File: config.mk
export PLATFORM = sky130hd
export DESIGN_NAME = clock_module
export DESIGN_NICKNAME = d
export VERILOG_FILES = /design/src/logic/clock_pkg.sv /design/src/logic/mode_if.sv /design/src/logic/button_pulse.sv /design/src/logic/clock_module.sv /design/src/logic/cook_timer_mode.sv /design/src/logic/fnd_scan.sv /design/src/logic/mode_arbiter.sv /design/src/logic/stopwatch_mode.sv /design/src/logic/time_base.sv /design/src/logic/watch_mode.sv
export SDC_FILE = /design/constraint.sdc
export NUM_CORES = 1
export LEC_CHECK = 0
export ABC_AREA = 1
export BUFFER_PORTS_ARGS = -buffer_cell sky130_fd_sc_hd__buf_2
export CORE_ASPECT_RATIO = 0.6
export CORE_MARGIN = 1.5
export CORE_UTILIZATION = 65
export CTS_BUF_LIST = sky130_fd_sc_hd__clkbuf_4
export CTS_CLUSTER_DIAMETER = 200
export DETAILED_ROUTE_END_ITERATION = 6
export GPL_ROUTABILITY_DRIVEN = 1
export PLACE_DENSITY = 0.82
export SYNTH_ARGS = -nofsm -noshare
export SYNTH_HDL_FRONTEND = slang
export SYNTH_SLANG_ARGS = --single-unit
File: constraint.sdc
create_clock -name clk -period 9.8 [get_ports clk]
set_clock_uncertainty 0.1 [all_clocks]
set_input_delay 0.49 -clock clk [delete_from_list [all_inputs] [get_ports clk]]
set_output_delay 0.49 -clock clk [all_outputs]
set_load 0.01 [all_outputs]
File: src/logic/clock_pkg.sv
package clock_pkg;

    // --------------------------------------------------
    // Display and mode constants
    // --------------------------------------------------
    localparam int num_digits = 4;
    localparam int num_modes = 3;

    localparam logic [1:0] mode_watch = 2'd0;
    localparam logic [1:0] mode_stopwatch = 2'd1;
    localparam logic [1:0] mode_cook = 2'd2;

    // mm:ss for watch and cook timer, ss.cc for the stopwatch
    typedef struct packed {
        logic [3:0] hi10;
        logic [3:0] hi1;
        logic [3:0] lo10;
        logic [3:0] lo1;
    } bcd_time_t;

    // Counters write by field, the scanner reads by digit
    typedef union packed {
        bcd_time_t bcd;
        logic [num_digits-1:0][3:0] digit;
    } display_word_u;

    // --------------------------------------------------
    // Helper functions
    // --------------------------------------------------

    // Active low, bit 0 is segment a, dp kept off
    function automatic logic [7:0] seg_pattern(input logic [3:0] digit);
        case (digit)
            4'h0: return 8'b1100_0000;
            4'h1: return 8'b1111_1001;
            4'h2: return 8'b1010_0100;
            4'h3: return 8'b1011_0000;
            4'h4: return 8'b1001_1001;
            4'h5: return 8'b1001_0010;
            4'h6: return 8'b1000_0010;
            4'h7: return 8'b1111_1000;
            4'h8: return 8'b1000_0000;
            4'h9: return 8'b1001_0000;
            4'ha: return 8'b1000_1000;
            4'hb: return 8'b1000_0011;
            4'hc: return 8'b1100_0110;
            4'hd: return 8'b1010_0001;
            4'he: return 8'b1000_0110;
            default: return 8'b1000_1110;
        endcase
    endfunction

    function automatic logic [7:0] bcd_inc(input logic [7:0] bcd, input int modulus);
        int value;
        value = 10 * int'(bcd[7:4]) + int'(bcd[3:0]);
        if (value >= modulus - 1) begin
            return 8'h00;
        end
        if (bcd[3:0] == 4'd9) begin
            return {bcd[7:4] + 4'd1, 4'd0};
        end
        return {bcd[7:4], bcd[3:0] + 4'd1};
    endfunction

    // 00 wraps back to 59
    function automatic logic [7:0] bcd_dec(input logic [7:0] bcd);
        if (bcd == 8'h00) begin
            return 8'h59;
        end
        if (bcd[3:0] == 4'd0) begin
            return {bcd[7:4] - 4'd1, 4'd9};
        end
        return {bcd[7:4], bcd[3:0] - 4'd1};
    endfunction

endpackage

File: src/logic/mode_if.sv
`timescale 1ns/100ps

interface mode_if;
    import clock_pkg::*;

    // Button pulses, already gated by the arbiter
    logic key_a;
    logic key_b;
    logic key_c;
    // High while the mode owns the display
    logic active;
    display_word_u word;

    modport arb (
        output key_a, key_b, key_c, active,
        input word
    );

    modport mode (
        input key_a, key_b, key_c, active,
        output word
    );

endinterface

File: src/logic/button_pulse.sv
`timescale 1ns/100ps

module button_pulse #(
    parameter int debounce_clks = 1_000_000
) (
    input logic clk,
    input logic reset_p,
    input logic btn,
    output logic pulse
);
    localparam int cnt_w = (debounce_clks > 1) ? $clog2(debounce_clks) : 1;
    localparam logic [cnt_w-1:0] cnt_last = cnt_w'(debounce_clks - 1);

    logic [1:0] sync;
    logic stable;
    logic [cnt_w-1:0] cnt;

    // Level must differ from the debounced state for the full window
    always_ff @(posedge clk or posedge reset_p) begin
        if (reset_p) begin
            sync <= 2'b00;
            stable <= 1'b0;
            cnt <= '0;
            pulse <= 1'b0;
        end else begin
            sync <= {sync[0], btn};
            pulse <= 1'b0;
            if (sync[1] == stable) begin
                cnt <= '0;
            end else if (cnt == cnt_last) begin
                cnt <= '0;
                stable <= sync[1];
                pulse <= sync[1];
            end else begin
                cnt <= cnt + 1'b1;
            end
        end
    end

endmodule

File: src/logic/clock_module.sv
`timescale 1ns/100ps

module clock_module #(
    parameter int debounce_clks = 1_000_000,
    parameter int clks_per_centi = 1_000_000,
    parameter int scan_clks = 100_000
) (
    input logic clk,
    input logic reset_p,
    input logic btn_mode,
    input logic [4:0] btn,
    output logic [7:0] seg_7,
    output logic [3:0] com,
    output logic led_stopwatch,
    output logic led_cookstart,
    output logic led_lap,
    output logic led_alarm,
    output logic buzz
);
    import clock_pkg::*;

    logic tick_centi;
    logic tick_sec;
    logic mode_pulse;
    logic alarm_off_pulse;
    logic [2:0] key_pulse;
    display_word_u disp_word;

    mode_if watch_bus ();
    mode_if stopwatch_bus ();
    mode_if cook_bus ();

    // --------------------------------------------------
    // Time base and buttons
    // --------------------------------------------------
    time_base #(.clks_per_centi(clks_per_centi)) time_base_i (
        .clk(clk), .reset_p(reset_p), .tick_centi(tick_centi), .tick_sec(tick_sec)
    );

    button_pulse #(.debounce_clks(debounce_clks)) mode_btn_i (
        .clk(clk), .reset_p(reset_p), .btn(btn_mode), .pulse(mode_pulse)
    );

    for (genvar i = 0; i < 3; i++) begin : g_key
        button_pulse #(.debounce_clks(debounce_clks)) key_btn_i (
            .clk(clk), .reset_p(reset_p), .btn(btn[i]), .pulse(key_pulse[i])
        );
    end

    // Alarm off bypasses the arbiter
    button_pulse #(.debounce_clks(debounce_clks)) alarm_btn_i (
        .clk(clk), .reset_p(reset_p), .btn(btn[4]), .pulse(alarm_off_pulse)
    );

    // --------------------------------------------------
    // Modes and display
    // --------------------------------------------------
    mode_arbiter arbiter_i (
        .clk(clk), .reset_p(reset_p), .mode_pulse(mode_pulse), .key_pulse(key_pulse),
        .watch(watch_bus), .stopwatch(stopwatch_bus), .cook(cook_bus),
        .disp_word(disp_word)
    );

    watch_mode watch_i (
        .clk(clk), .reset_p(reset_p), .tick_sec(tick_sec), .port(watch_bus)
    );

    stopwatch_mode stopwatch_i (
        .clk(clk), .reset_p(reset_p), .tick_centi(tick_centi), .port(stopwatch_bus),
        .led_start(led_stopwatch), .led_lap(led_lap)
    );

    cook_timer_mode cook_i (
        .clk(clk), .reset_p(reset_p), .tick_sec(tick_sec), .alarm_off(alarm_off_pulse),
        .port(cook_bus), .led_start(led_cookstart), .led_alarm(led_alarm), .buzz(buzz)
    );

    fnd_scan #(.scan_clks(scan_clks)) fnd_i (
        .clk(clk), .reset_p(reset_p), .value(disp_word), .com(com), .seg_7(seg_7)
    );

endmodule

File: src/logic/cook_timer_mode.sv
`timescale 1ns/100ps

module cook_timer_mode (
    input logic clk,
    input logic reset_p,
    input logic tick_sec,
    input logic alarm_off,
    mode_if.mode port,
    output logic led_start,
    output logic led_alarm,
    output logic buzz
);
    import clock_pkg::*;

    logic started;
    logic alarm;
    bcd_time_t set_t;
    bcd_time_t cur_t;

    // Set value, stepped by the two keys
    always_ff @(posedge clk or posedge reset_p) begin
        if (reset_p) begin
            set_t <= '0;
        end else begin
            if (port.key_b) begin
                {set_t.lo10, set_t.lo1} <= bcd_inc({set_t.lo10, set_t.lo1}, 60);
            end
            if (port.key_c) begin
                {set_t.hi10, set_t.hi1} <= bcd_inc({set_t.hi10, set_t.hi1}, 60);
            end
        end
    end

    // Down counter and alarm
    always_ff @(posedge clk or posedge reset_p) begin
        if (reset_p) begin
            started <= 1'b0;
            alarm <= 1'b0;
            cur_t <= '0;
        end else if (port.key_a) begin
            started <= ~started;
            alarm <= 1'b0;
            cur_t <= set_t;
        end else if (started && cur_t == '0) begin
            started <= 1'b0;
            alarm <= 1'b1;
        end else begin
            if (alarm_off) begin
                alarm <= 1'b0;
            end
            if (started && tick_sec) begin
                {cur_t.lo10, cur_t.lo1} <= bcd_dec({cur_t.lo10, cur_t.lo1});
                if ({cur_t.lo10, cur_t.lo1} == 8'h00) begin
                    {cur_t.hi10, cur_t.hi1} <= bcd_dec({cur_t.hi10, cur_t.hi1});
                end
            end
        end
    end

    assign led_start = started;
    assign led_alarm = alarm;
    assign buzz = alarm;

    always_comb begin
        port.word = '0;
        if (port.active) begin
            port.word.bcd = started ? cur_t : set_t;
        end
    end

endmodule

File: src/logic/fnd_scan.sv
`timescale 1ns/100ps

module fnd_scan #(
    parameter int scan_clks = 100_000
) (
    input logic clk,
    input logic reset_p,
    input clock_pkg::display_word_u value,
    output logic [clock_pkg::num_digits-1:0] com,
    output logic [7:0] seg_7
);
    import clock_pkg::*;

    localparam int cnt_w = (scan_clks > 1) ? $clog2(scan_clks) : 1;
    localparam logic [cnt_w-1:0] cnt_last = cnt_w'(scan_clks - 1);

    logic [cnt_w-1:0] scan_cnt;
    logic [$clog2(num_digits)-1:0] digit_idx;

    // Rightmost digit first
    always_ff @(posedge clk or posedge reset_p) begin
        if (reset_p) begin
            scan_cnt <= '0;
            digit_idx <= '0;
        end else if (scan_cnt == cnt_last) begin
            scan_cnt <= '0;
            if (digit_idx == $bits(digit_idx)'(num_digits - 1)) begin
                digit_idx <= '0;
            end else begin
                digit_idx <= digit_idx + 1'b1;
            end
        end else begin
            scan_cnt <= scan_cnt + 1'b1;
        end
    end

    assign com = ~(num_digits'(1) << digit_idx);
    assign seg_7 = seg_pattern(value.digit[digit_idx]);

endmodule

File: src/logic/mode_arbiter.sv
`timescale 1ns/100ps

module mode_arbiter (
    input logic clk,
    input logic reset_p,
    input logic mode_pulse,
    input logic [2:0] key_pulse,
    mode_if.arb watch,
    mode_if.arb stopwatch,
    mode_if.arb cook,
    output clock_pkg::display_word_u disp_word
);
    import clock_pkg::*;

    logic [1:0] mode;

    // Ring counter, watch -> stopwatch -> cook -> watch
    always_ff @(posedge clk or posedge reset_p) begin
        if (reset_p) begin
            mode <= mode_watch;
        end else if (mode_pulse) begin
            if (mode == 2'(num_modes - 1)) begin
                mode <= mode_watch;
            end else begin
                mode <= mode + 2'd1;
            end
        end
    end

    assign watch.active = (mode == mode_watch);
    assign stopwatch.active = (mode == mode_stopwatch);
    assign cook.active = (mode == mode_cook);

    // Only the owner sees the function keys
    assign {watch.key_c, watch.key_b, watch.key_a} =
        watch.active ? key_pulse : 3'b000;
    assign {stopwatch.key_c, stopwatch.key_b, stopwatch.key_a} =
        stopwatch.active ? key_pulse : 3'b000;
    assign {cook.key_c, cook.key_b, cook.key_a} =
        cook.active ? key_pulse : 3'b000;

    // Inactive modes drive an all-zero word
    assign disp_word = display_word_u'(watch.word | stopwatch.word | cook.word);

endmodule

File: src/logic/stopwatch_mode.sv
`timescale 1ns/100ps

module stopwatch_mode (
    input logic clk,
    input logic reset_p,
    input logic tick_centi,
    mode_if.mode port,
    output logic led_start,
    output logic led_lap
);
    import clock_pkg::*;

    logic running;
    logic lap;
    bcd_time_t count_t;
    bcd_time_t lap_t;

    always_ff @(posedge clk or posedge reset_p) begin
        if (reset_p) begin
            running <= 1'b0;
            lap <= 1'b0;
            count_t <= '0;
            lap_t <= '0;
        end else if (port.key_c) begin
            running <= 1'b0;
            lap <= 1'b0;
            count_t <= '0;
            lap_t <= '0;
        end else begin
            if (port.key_a) begin
                running <= ~running;
            end
            if (port.key_b) begin
                lap <= ~lap;
                lap_t <= count_t;
            end
            // Hundredths carry into seconds
            if (running && tick_centi) begin
                {count_t.lo10, count_t.lo1} <= bcd_inc({count_t.lo10, count_t.lo1}, 100);
                if ({count_t.lo10, count_t.lo1} == 8'h99) begin
                    {count_t.hi10, count_t.hi1} <= bcd_inc({count_t.hi10, count_t.hi1}, 60);
                end
            end
        end
    end

    assign led_start = running;
    assign led_lap = lap;

    always_comb begin
        port.word = '0;
        if (port.active) begin
            port.word.bcd = lap ? lap_t : count_t;
        end
    end

endmodule

File: src/logic/time_base.sv
`timescale 1ns/100ps

module time_base #(
    parameter int clks_per_centi = 1_000_000
) (
    input logic clk,
    input logic reset_p,
    output logic tick_centi,
    output logic tick_sec
);
    localparam int cnt_w = (clks_per_centi > 1) ? $clog2(clks_per_centi) : 1;
    localparam logic [cnt_w-1:0] cnt_last = cnt_w'(clks_per_centi - 1);

    logic [cnt_w-1:0] clk_cnt;
    logic [6:0] centi_cnt;

    assign tick_centi = (clk_cnt == cnt_last);
    // Every hundredth centisecond tick
    assign tick_sec = tick_centi && (centi_cnt == 7'd99);

    always_ff @(posedge clk or posedge reset_p) begin
        if (reset_p) begin
            clk_cnt <= '0;
            centi_cnt <= '0;
        end else if (tick_centi) begin
            clk_cnt <= '0;
            centi_cnt <= tick_sec ? 7'd0 : centi_cnt + 7'd1;
        end else begin
            clk_cnt <= clk_cnt + 1'b1;
        end
    end

endmodule

File: src/logic/watch_mode.sv
`timescale 1ns/100ps

module watch_mode (
    input logic clk,
    input logic reset_p,
    input logic tick_sec,
    mode_if.mode port
);
    import clock_pkg::*;

    logic set_mode;
    bcd_time_t watch_t;
    bcd_time_t set_t;

    // --------------------------------------------------
    // Set copy
    // --------------------------------------------------
    always_ff @(posedge clk or posedge reset_p) begin
        if (reset_p) begin
            set_mode <= 1'b0;
            set_t <= '0;
        end else if (port.key_a) begin
            set_mode <= ~set_mode;
            // Entering set mode picks up the running time
            if (!set_mode) begin
                set_t <= watch_t;
            end
        end else if (set_mode) begin
            // No carry between the two fields here
            if (port.key_b) begin
                {set_t.lo10, set_t.lo1} <= bcd_inc({set_t.lo10, set_t.lo1}, 60);
            end
            if (port.key_c) begin
                {set_t.hi10, set_t.hi1} <= bcd_inc({set_t.hi10, set_t.hi1}, 60);
            end
        end
    end

    // --------------------------------------------------
    // Running watch
    // --------------------------------------------------
    always_ff @(posedge clk or posedge reset_p) begin
        if (reset_p) begin
            watch_t <= '0;
        end else if (port.key_a && set_mode) begin
            watch_t <= set_t;
        end else if (tick_sec) begin
            {watch_t.lo10, watch_t.lo1} <= bcd_inc({watch_t.lo10, watch_t.lo1}, 60);
            if ({watch_t.lo10, watch_t.lo1} == 8'h59) begin
                {watch_t.hi10, watch_t.hi1} <= bcd_inc({watch_t.hi10, watch_t.hi1}, 60);
            end
        end
    end

    always_comb begin
        port.word = '0;
        if (port.active) begin
            port.word.bcd = set_mode ? set_t : watch_t;
        end
    end

endmodule

[Yosys cells after proc, flatten, opt, wreduce, memory -nomap -nowiden]
Memory sizes are Yosys's and may differ from the RTL's.
Cells that the tools add are included.
Word-level totals
  memories kept: 1
  memory bits (read-only): 112
  input bits: 8
  register bits after elaboration: 269
  logic and storage cells: 386
  output and inout bits: 17
Cells by class
  shift-type cells: 1
  magnitude comparators: 9
  reductions and logical operators: 55
  muxes and demuxes: 181
  $mul: 8
  bitwise logic cells: 12
  add/subtract/negate cells: 38
  eq/ne operators: 27
Memory list
  (name not given): depth 16, width 7, rd ports 1, clocked after Yosys merged registers in 0, wr ports 0, line clock_pkg.sv:33  | case (digit)
Operator list (number)
  $mux 8: 45
  $mux 16: 17
  $add 32x5->32: 8
  $ge 32x7->1 const B: 7
  $mux 20: 11
  $add 20x1->20 const B: 6
  $eq 20x20->1 const B: 6
  $mux 1: 99
  $add 4x1->4 const B: 16
  $mul 3x4->7 const A: 8
  $eq 4x4->1 const B: 8
  $ge 32x8->1 const B: 1
  $or 16x16->16: 2
  $reduce_and 2->1: 14
  $reduce_bool 2->1: 14
  $reduce_bool 3->1: 9
  $reduce_and 3->1: 6
  $add 17x1->17 const B: 1
  $eq 17x17->1 const B: 1
  $mux 17: 1
  $logic_not 16->1: 1
  $logic_not 8->1: 2
  $sub 4x1->4 const B: 4
  $mux 3: 3
  other kinds (21): 41

[Depth between registers and ports, before layout]
Gate-level depths: netlist of the first run.
  word-level depth: 17
  depth in mapped cells: 17
  depth with buffers taken out: 17

[Hierarchy]
From an unflattened synthesis of the first run, not the netlist that was laid out.
Second synthesis, totals
  cells, all modules: 2554
  area, all modules: 19009.5 µm²
By module, submodules not included
  button_pulse: instances 5, seq. area each 600.6 µm², cells each 164, area each 1298.7 µm²
  watch_mode: instances 1, seq. area each 825.8 µm², cells each 533, area each 3674.8 µm²
  cook_timer_mode: instances 1, seq. area each 850.8 µm², cells each 362, area each 2821.5 µm²
  stopwatch_mode: instances 1, seq. area each 850.8 µm², cells each 302, area each 2406.1 µm²
  time_base: instances 1, seq. area each 675.6 µm², cells each 225, area each 1669.1 µm²
  fnd_scan: instances 1, seq. area each 475.5 µm², cells each 234, area each 1605.3 µm²
  mode_arbiter: instances 1, seq. area each 50.0 µm², cells each 78, area each 339.1 µm²

[Worst setup path after synthesis of the first run]
Ideal clock, no wire load.
  path kind: register -> register
  from: register stopwatch_i.count_t[5] in the netlist's numbering
  to: register stopwatch_i.count_t[2] in the netlist's numbering
  library setup time: 71 ps
  stages on the path, launching flop included: 14
  buffers on the path: 0
  slack: 7198 ps
  arrival time: 2431 ps
  cell sequence: dfrtp_1 ha_1 ha_1 fa_1 nand2_1 a21oi_1 nand2_1 nand2_1 nand2_1 nor2_2 nand3_1 nand2_2 inv_1 nor2_1
Between the ends
  word-level cells in the longest chain between the ends: 9
RTL lines
  start: declaration: line stopwatch_mode.sv:15  | bcd_time_t count_t;
  $mul 3x4->7: line clock_pkg.sv:55  | value = 10 * int'(bcd[7:4]) + int'(bcd[3:0]);
  $add 32x5->32: line clock_pkg.sv:55
  $ge 32x8->1: line clock_pkg.sv:56  | if (value >= modulus - 1) begin
  $mux 1: line clock_pkg.sv:56
  $mux 1: line stopwatch_mode.sv:38  | if (running && tick_centi) begin
  $mux 1: line stopwatch_mode.sv:24  | end else if (port.key_c) begin
  $mux 8: line clock_pkg.sv:59  | if (bcd[3:0] == 4'd9) begin
  $mux 16: line stopwatch_mode.sv:38
  $mux 16: line stopwatch_mode.sv:24
Every way passes these cells. The select of a mux whose other input is x is not followed.
A chain may end at the register's enable or synchronous reset.

[Final worst setup path of the first run]
  from: register watch_i.set_mode
  to: output seg_7[3]
Between the ends
  word-level cells in the longest chain between the ends: 7
RTL lines
  start: declaration: line watch_mode.sv:11  | logic set_mode;
  start signal: assignment: line watch_mode.sv:23  | set_mode <= ~set_mode;
  $mux 16: line watch_mode.sv:58  | port.word.bcd = set_mode ? set_t : watch_t;
  $mux 16: line watch_mode.sv:57  | if (port.active) begin
  $or 16x16->16 (2 in series): line mode_arbiter.sv:43  | assign disp_word = display_word_u'(watch.word | stopwatch.word | cook.word);
  $bmux 4 s2: line fnd_scan.sv:38  | assign seg_7 = seg_pattern(value.digit[digit_idx]);
  $mux 4 (not written as such): line fnd_scan.sv:38
  $mem_v2 16x7
  end: declaration: line clock_module.sv:12  | output logic [7:0] seg_7,
Every way passes these cells. The select of a mux whose other input is x is not followed.

==> results of run 1 <==
state kept, by name, indices dropped and copies added, names as in the netlist, 2 cells and up:
name and cells:
alarm_btn_i.cnt 20, alarm_btn_i.sync 2, arbiter_i.mode 2, cook_i.cur_t 16
cook_i.set_t 16, fnd_i.digit_idx 2, fnd_i.scan_cnt 17, g_key.key_btn_i.cnt 60
g_key.key_btn_i.pulse 3, g_key.key_btn_i.stable 3, g_key.key_btn_i.sync 6, mode_btn_i.cnt 20
mode_btn_i.sync 2, stopwatch_i.count_t 16, stopwatch_i.lap_t 16, time_base_i.centi_cnt 7
time_base_i.clk_cnt 20, watch_i.set_t 16, watch_i.watch_t 16
cells in the mapped netlist (7+ instances only):
| cell type | count |
|---|---|
| nand3b_1 | 8 |
| o211ai_1 | 9 |
| inv_1 | 333 |
| buf_2 | 14 |
| nand2_2 | 13 |
| o22ai_1 | 13 |
| nor2_1 | 245 |
| a21oi_1 | 108 |
| o21ai_0 | 140 |
| xor2_1 | 69 |
| nor3b_1 | 9 |
| or2_2 | 7 |
| nor3_1 | 60 |
| nand3_1 | 174 |
| a31oi_1 | 14 |
| nor4_1 | 16 |
| o21ai_1 | 7 |
| ha_1 | 106 |
| xnor2_1 | 27 |
| fa_1 | 16 |
| nand4_1 | 65 |
| nor2_2 | 8 |
| inv_2 | 12 |
| nand2_1 | 521 |
| dfrtp_1 | 269 |
layout by cell type, fill, tap and decap left out, drive strengths merged, types with 13 or more instances in the layout:
cell    instances
dfrtp         269
o22ai          13
buf            25
ha            106
nor2          256
clkbuf         95
o21ai         150
nand4          67
xnor2          27
nand3         178
nand2         535
a21oi         108
inv           347
fa             16
a31oi          15
xor2           69
nor3           64
nor4           16
report_power, final:
part / total [W] / leakage, nW / switching, W / internal, W
logic: 0.0000453 / 5.29 / 0.0000356 / 0.00000973
registers: 0.00112 / 3.69 / 0.00000475 / 0.00112
clock network: 0.000965 / 0.492 / 0.000469 / 0.000496
total: 0.00213 / 9.48 / 0.000509 / 0.00162
stage by stage:
stage | hold slack, ns | setup WS [ns] | instances | total power, W
final | 0.255 | 5.56 | 2807 | 0.00213
after global placement | 0.235 | 6.49 | 2690 | 0.00119
after CTS | 0.235 | 5.57 | 2806 | 0.00216
after global routing | 0.262 | 5.30 | 2807 | 0.00222
after detailed placement | 0.236 | 6.40 | 2690 | 0.00119
after floorplan | 0.231 | 1.80 | 2334 | 0.00117
critical path: cells and delay by family, from the launching register on:
family | cells | cell delay [ns]
adder cells (fa/ha/maj) | 1 | 0.26
flip-flops | 1 | 0.91
AO/OA/AOI/OAI | 1 | 0.45
buffers and inverters | 4 | 0.74
AND/OR/NAND/NOR | 6 | 0.59
per-layer routing:
| metal | wire [um] | GRT usage, % | vias up |
|---|---|---|---|
| met5 | 0 | 0 | - |
| met4 | 685 | 8.60 | 0 |
| met3 | 3560 | 6.57 | 77 |
| met2 | 17500 | 45.8 | 638 |
| met1 | 19500 | 45.1 | 7423 |
| li1 | - | - | 7795 |
area by class of cell:
class	instances	area, um^2	area share (%)
multi-input cells	1689	9330	49.5
flip-flops and latches	269	6730	35.7
inverters	347	1310	6.95
clock buffers	95	713	3.79
well taps	360	450	2.39
repair buffers	31	193	1.02
clock inverters	15	114	0.604
diodes	1	2.50	0.0133
how the worst min path moves through the flow:
| stage | slack (ns) | endpoint | startpoint |
|---|---|---|---|
| after CTS | 0.23 | g_key[0].key_btn_i.sync[0]$_DFF_PP0_ | btn[0] |
| after floorplan | 0.23 | alarm_btn_i.sync[1]$_DFF_PP0_ | alarm_btn_i.sync[0]$_DFF_PP0_ |
| after global placement | 0.24 | alarm_btn_i.sync[1]$_DFF_PP0_ | alarm_btn_i.sync[0]$_DFF_PP0_ |
| after detailed placement | 0.24 | g_key[1].key_btn_i.sync[1]$_DFF_PP0_ | g_key[1].key_btn_i.sync[0]$_DFF_PP0_ |
| final | 0.26 | g_key[0].key_btn_i.sync[1]$_DFF_PP0_ | g_key[0].key_btn_i.sync[0]$_DFF_PP0_ |
| after global routing | 0.26 | g_key[1].key_btn_i.sync[1]$_DFF_PP0_ | g_key[1].key_btn_i.sync[0]$_DFF_PP0_ |
cell families (layout without fill, tap and decap cells):
family / count (synthesis) / after routing / synth area share, %
flip-flops: 269 / 269 / 38.4
AND/OR/NAND/NOR: 1151 / 1151 / 29.0
XOR/XNOR: 96 / 96 / 4.80
adder cells (fa/ha/maj): 122 / 122 / 9.40
AO/OA/AOI/OAI: 319 / 319 / 10.0
other: 1 / 2 / 0.0214
buffers and inverters: 376 / 488 / 8.37
==> results.cfg, run 1 <==
[synth]
synthTopCellsByArea = dfrtp_1 (38%), nand2_1 (11%), ha_1 (7.6%)
synth_edf_count = 0
synth_nets = 2464
async_flop_share_pct = 100
yosysWarnings = 0
synth_top_area_cell = dfrtp_1
syn_area_per_cell_um2 = 7.51
yosys_register_bits = 269
synth_area_um2 = 17500
synth_top_area_share_pct = 38.4
ys.flop_type = dfrtp_1
yosysSeqAreaShare_pct = 38.4
syn-instance-count = 2334
yosysUniqueCellTypes = 53

[finish]
final_util_pct = 71.2
fillers = 2109
syn_to_final_growth_pct = 7.50
stdcell_area_um2 = 18800
drive_gt1_share_pct = 7.60
num-nets-final = 2534

[sta]
fin_crit_sh_pct = 43.3
setup_viol = 0
tightest_slew_ns = 0.979
fin_crit_ns = 4.24
hold_violations = 0
drv_slew = 0
relSlewSlack_pct = 34.8
fin_setup_tns_ns = 0
max_freq_mhz = 236
rsz0062_at_grt = no

[critical_path]
reg2reg_slack_ns = 6.73
path_class = flip-flop to output pin
worst-path-max-fanout = 28
start_kind = flip-flop
cp.required_ns = 9.21
timing.rr.end = watch_i.set_t[6]$_DFFE_PP0P_
r2r_cells = 12
cp_slowest_cell = dfrtp_1
endpoint_kind = output pin
crit_chain = inv_1 > o21ai_0 > nand4_1 > nand3_1 > nand2_1 > inv_1 > ha_1 > inv_1 > nand2_1 > nand3_1 > nand2_1 > buf_2
cp-endpoint = seg_7[3]
cp-startpoint = watch_i.set_mode$_DFFE_PP0P_
rr_startpoint = watch_i.set_t[5]$_DFFE_PP0P_
slowest_delay_ns = 0.91
arrival_ns = 3.65

[floorplan]
coreArea_um2 = 26500
rows = 46
initial_core_util_pct = 66.2
die_area_um2 = 28000
die_h_um = 130
ios = 25
die_w_um = 215

[global_routing]
grt_max_degree = 134
antenna_found_initial = 1
grt_pass1_vias = 14800
overflow = 0
track_usage_pct = 30.6
grt_pass1_wl_um = 70500

[routing]
first_pass_iters = 6
vias = 15900
drc = 0
finalWirelength_um = 41200
via_per_inst = 5.68
dr.first_iter.drc_count = 1504
ant_nets = 0
wl_per_cell_um = 14.7

[clocking]
cts_tree = yes
cts_resized = 0
clk_pin_slew_ns = 0.07
clockBufferDepth = 3
cts_sinks = 269
cts_setup_buffers = 0
cts_hold_buf = 6
htreeDepth = 3
clk_latency_ns = 0.73
cts_root_buffer = clkbuf_4
cts-buffers-inserted = 66

[placement]
io_buffers = 22
hpwl_um = 29900
dpl_cell_area_um2 = 18000
routabilityCongestion = 0.951

[min_path]
hold_path_class = flip-flop to flip-flop
hold_depth = 0

[outcome]
outcome = finished clean

[power]
leakage_nw = 9.48
ir_worst_vdd_uv = 125
power_density_nw_per_um2 = 113

[job]
maxCapViolations = 0
Note: power is estimated with default switching activity, not from simulation.
==> run 2, diff against run 1 <==
- CORE_UTILIZATION: 65 -> 60
- PLACE_DENSITY: 0.82 -> 0.79
- clock period: 9.8 -> 3.7 ns (I/O delays scaled with it)
==> results.cfg, run 2 (same netlist as run 1, synthesis figures left out) <==
[floorplan]
die_h_um = 135
ios = 25
die_area_um2 = 30300
initial_core_util_pct = 61.0
coreArea_um2 = 28700
die_w_um = 224
rows = 48

[routing]
via_per_inst = 5.56
finalWirelength_um = 41500
first_pass_iters = 5
drc = 0
dr.first_iter.drc_count = 1522
ant_nets = 0
vias = 15800
wl_per_cell_um = 14.6

[clocking]
cts_sinks = 269
cts-buffers-inserted = 68
clockBufferDepth = 3
cts_setup_buffers = 0
clk_latency_ns = 0.76
clk_pin_slew_ns = 0.07
cts_tree = yes
htreeDepth = 3
cts_root_buffer = clkbuf_4

[power]
leakage_nw = 9.57
power.total_w = 0.00573
power_density_nw_per_um2 = 301
ir_worst_vdd_uv = 294

[sta]
drv_slew = 0
max_freq_mhz = 295
rsz0062_at_grt = no
worst_hold_slack_ns = 0.248
hold_violations = 0
fin_crit_sh_pct = 91.6
fin_crit_ns = 3.39
tightest_slew_ns = 0.809
relSlewSlack_pct = 45.9
postLayoutSetupSlackWorst_ns = 0.309
setup_viol = 0

[critical_path]
start_kind = flip-flop
arrival_ns = 3.11
path_class = flip-flop to output pin
endpoint_kind = output pin
cp.required_ns = 3.41
worst-path-max-fanout = 10

[global_routing]
track_usage_pct = 28.6
overflow = 0
antenna_found_initial = 1
grt_pass1_wl_um = 70500
grt_pass1_vias = 14700
grt_max_degree = 112

[finish]
syn_to_final_growth_pct = 8.72
mostFrequentLayoutCells = nand2_1 (519), inv_1 (332), dfrtp_1 (267), nor2_1 (245), nand3_1 (174)
drive_gt1_share_pct = 8.09
final_cells = 2847
stdcell_area_um2 = 19100
largest_register_ffs = 60
mostFrequentLayoutCell = nand2_1
num-nets-final = 2549
top_register = g_key.key_btn_i.cnt

[placement]
placed_cells = 2712
place_ws_ns = 0.676
io_buffers = 22
routabilityCongestion = 0.943
hpwl_um = 30500
dpl_cell_area_um2 = 18000

[outcome]
outcome = finished clean

[min_path]
hold_path_class = flip-flop to flip-flop

[job]
maxCapViolations = 0
run 2: changes by cell type in the layout (fill, tap and decap cells not counted), sizes merged:
| cell | before | now |
|---|---|---|
| clkbuf | 95 | 98 |
| clkinv | 12 | 22 |
| inv | 347 | 346 |
| buf | 25 | 32 |
| dlygate4sd3 | 6 | 12 |
run 2: path summary, 6_finish.rpt:
| path | start | to | slack, ns | cells after the start |
|---|---|---|---|---|
| max | arbiter_i.mode[0]$_DFFE_PP0P_ | seg_7[3] | 0.31 | 14 |
| min | g_key[2].key_btn_i.sync[0]$_DFF_PP0_ | g_key[2].key_btn_i.sync[1]$_DFF_PP0_ | 0.25 | 0 |
| max reg2reg | stopwatch_i.count_t[5]$_DFFE_PP0P_ | stopwatch_i.count_t[3]$_DFFE_PP0P_ | 0.66 | 13 |
| min reg2reg | g_key[2].key_btn_i.sync[0]$_DFF_PP0_ | g_key[2].key_btn_i.sync[1]$_DFF_PP0_ | 0.25 | 0 |
| max in group asynchronous | reset_p | fnd_i.digit_idx[0]$_DFFE_PP0N_ | 1.94 | 5 |
| min in group asynchronous | reset_p | g_key[1].key_btn_i.sync[1]$_DFF_PP0_ | 0.50 | 4 |
run 2: cell type report:
type	count	area, um^2
Fill cell	2423	9650
Multi-Input combinational cell	1689	9330
Sequential cell	269	6730
Inverter	347	1310
Clock buffer	98	736
Tap cell	375	469
Timing Repair Buffer	44	330
Clock inverter	24	145
Antenna cell	1	2.50
run 2: worst max-delay path, cell delays in order (launching register included):
cell,delay [ns]
dfrtp_1,0.45
inv_2,0.14
nand2_2,0.17
a21oi_1,0.16
o21ai_0,0.21
nand3_1,0.15
nand3_1,0.10
nand2_2,0.16
inv_1,0.12
ha_1,0.29
inv_1,0.08
nand2_1,0.05
nand3_1,0.08
nand2_1,0.05
buf_2,0.13
run 2: where the power goes:
part	internal, W	total, W	switching [W]	leakage [nW]
logic	0.0000332	0.000129	0.0000956	5.36
clock network	0.00136	0.00263	0.00127	0.524
registers	0.00296	0.00297	0.0000124	3.69
total	0.00435	0.00573	0.00137	9.57
run 2: through the flow:
stage | TNS (ns) | utilization [%]
floorplan | -37.24 | -
global placement | 0 | 62.9
detailed placement | 0 | 62.9
CTS | 0 | 66.3
global route | 0 | 66.4
finish | 0 | 66.4
run 2: timing repair:
action	in CTS	in global routing
setup endpoints to repair	0	4
gates resized for setup	0	4
hold buffers	12	0
endpoints found under the hold margin	274	0
run 2: metal layers:
layer | vias up | share of wire [%] | wire, um | track usage, %
li1 | 7842 | - | - | -
met1 | 7344 | 49 | 20200 | 43.3
met2 | 586 | 41 | 17200 | 40.9
met3 | 68 | 8.3 | 3450 | 6.25
met4 | 0 | 1.6 | 674 | 8.30
met5 | - | 0 | 0 | 0
==> run 3, diff against run 2 <==
- ABC_AREA: 1 -> not set
- PLACE_DENSITY: 0.79 -> 0.8
==> results.cfg, run 3 <==
[synth]
yosysSeqAreaShare_pct = 40.8
syn_area_per_cell_um2 = 9.32
yosysUniqueCellTypes = 88
synth_nets = 1899
syn-instance-count = 1769
ys_top_cells_by_count = dfrtp_1 (269), nor2_1 (224), nand2_1 (168)
synth_top_area_cell = dfrtp_1
synth_top_area_share_pct = 40.8
yosys_register_bits = 269
synth_area_um2 = 16500
async_flop_share_pct = 100
ys.flop_type = dfrtp_1
yosysWarnings = 0
synthTopCellsByArea = dfrtp_1 (41%), ha_1 (8.0%), nor2_1 (5.1%)
synth_edf_count = 0
synth_most_common_cell = dfrtp_1

[placement]
hpwl_um = 26600
placed_cells = 2129
routabilityCongestion = 0.898
place_ws_ns = 0.262
io_buffers = 22

[clocking]
clockBufferDepth = 3
cts_tree = yes
cts_root_buffer = clkbuf_4
cts-buffers-inserted = 68
clk_latency_ns = 0.79
clk_pin_slew_ns = 0.07
htreeDepth = 3
cts_sinks = 269

[sta]
relSlewSlack_pct = 34.2
fin_crit_ns = 3.55
setup_viol = 0
worst_hold_slack_ns = 0.0228
hold_violations = 0
tightest_slew_ns = 0.987
drv_slew = 0
postLayoutSetupSlackWorst_ns = 0.147
fin_crit_sh_pct = 96.0
max_freq_mhz = 281

[finish]
final_util_pct = 68.0
final_cells = 2274
largest_register_ffs = 60
mostFrequentLayoutCells = dfrtp_1 (264), nor2_1 (224), nand2_1 (168), ha_1 (105), clkbuf_4 (97)
syn_to_final_growth_pct = 10.2
seq_area_um2 = 6740
multi_input_area_um2 = 9240
fillers = 2098
num-nets-final = 1994
top_register = g_key.key_btn_i.cnt
mostFrequentLayoutCell = dfrtp_1
drive_gt1_share_pct = 11.6

[global_routing]
antenna_found_initial = 2
overflow = 0
grt_pass1_wl_um = 64200
track_usage_pct = 27.5
grt_pass1_vias = 13100
grt_max_degree = 181

[job]
maxCapViolations = 0

[min_path]
hold_path_class = input pin to asynchronous set/reset pin

[critical_path]
r2r_cells = 10
worst-path-max-fanout = 8
endpoint_kind = output pin
reg2reg_slack_ns = 0.22
path_class = flip-flop to output pin
start_kind = flip-flop
cp-startpoint = watch_i.set_mode$_DFFE_PP0P_
arrival_ns = 3.27
cp.required_ns = 3.41
timing.rr.end = stopwatch_i.count_t[5]$_DFFE_PP0P_
cp-endpoint = seg_7[5]
rr_startpoint = stopwatch_i.count_t[5]$_DFFE_PP0P_

[power]
leakage_nw = 8.23
power_density_nw_per_um2 = 311
ir_worst_vdd_uv = 240

[floorplan]
initial_core_util_pct = 61.7
rows = 46
die_w_um = 217
ios = 25
die_area_um2 = 28500
die_h_um = 131
coreArea_um2 = 26700

[routing]
dr.first_iter.drc_count = 1305
ant_nets = 0
wl_per_cell_um = 16.8
vias = 13600
via_per_inst = 5.99
finalWirelength_um = 38100
drc = 0
first_pass_iters = 5

[outcome]
outcome = finished clean
==> run 3: worst min-delay path by stage <==
stage | start | endpoint | cells past startpoint
finish | reset_p | g_key[2].key_btn_i.cnt[12]$_DFF_PP0_ | 4
floorplan | btn[4] | alarm_btn_i.sync[0]$_DFF_PP0_ | 0
global placement | btn[2] | g_key[2].key_btn_i.sync[0]$_DFF_PP0_ | 1
detailed placement | btn[1] | g_key[1].key_btn_i.sync[0]$_DFF_PP0_ | 1
CTS | reset_p | g_key[0].key_btn_i.cnt[14]$_DFF_PP0_ | 4
global route | reset_p | g_key[0].key_btn_i.cnt[9]$_DFF_PP0_ | 4
==> run 3: timing repair <==
action / in CTS / in global routing
pin swaps: 0 / 1
hold buffers: 11 / 0
buffers inserted: 2 / 12
resized for setup: 9 / 15
endpoints found under the setup margin: 7 / 7
endpoints found under the hold margin: 274 / 0
==> run 3: layer usage <==
layer  part of all wire, %  vias to the layer above  global-route usage, %
met2                    43                      442                   38.7
met1                    48                     6638                   41.2
met3                   7.4                       61                   7.01
met5                     0                        -                      0
met4                   1.7                        0                   8.49
li1                      -                     6489                      -
==> run 3: cell type report <==
cell class	count	share of cell area, %
Tap cell	360	2.48
Clock inverter	21	0.716
Multi-Input combinational cell	1368	50.9
Clock buffer	97	4.01
Timing Repair Buffer	72	3.00
Antenna cell	2	0.0275
Inverter	85	1.78
Sequential cell	269	37.1
==> run 3: report_power, final <==
group	total, W	switching [W]	internal, W
combinational	0.000114	0.0000849	0.0000295
clock	0.00256	0.00127	0.00129
sequential	0.00298	0.0000170	0.00296
==> run 3: cells by family after synthesis <==
logic type	count (synthesis)	share of synthesized area, %
adders and majority gates	123	10.1
DFF	269	40.8
buffers and inverters	132	3.23
and+or+nand+nor	714	21.2
xor gates and xnor gates	149	7.92
AOI/OAI and AO/OA	320	12.9
other	1	0.0228
muxes	61	3.86
==> run 3: worst max-delay path, stage by stage (launching register included) <==
cell and delay (ns):
dfrtp_4 0.53, buf_4 0.17, mux2i_1 0.16, nor2_1 0.20, nor2_1 0.07, mux4_2 0.59
inv_2 0.14, ha_2 0.21, nand2_1 0.08, o21ai_0 0.08, a22o_1 0.17, buf_2 0.13
==> run 3: per-stage QoR <==
| step | total power [W] | area, um^2 | TNS, ns |
|---|---|---|---|
| after floorplan | 0.00311 | 16500 | -37.24 |
| after global placement | 0.00314 | 17000 | 0 |
| after detailed placement | 0.00314 | 17000 | 0 |
| after CTS | 0.00573 | 18000 | 0 |
| after global routing | 0.00589 | 18200 | -0.0146 |
| final | 0.00565 | 18200 | 0 |
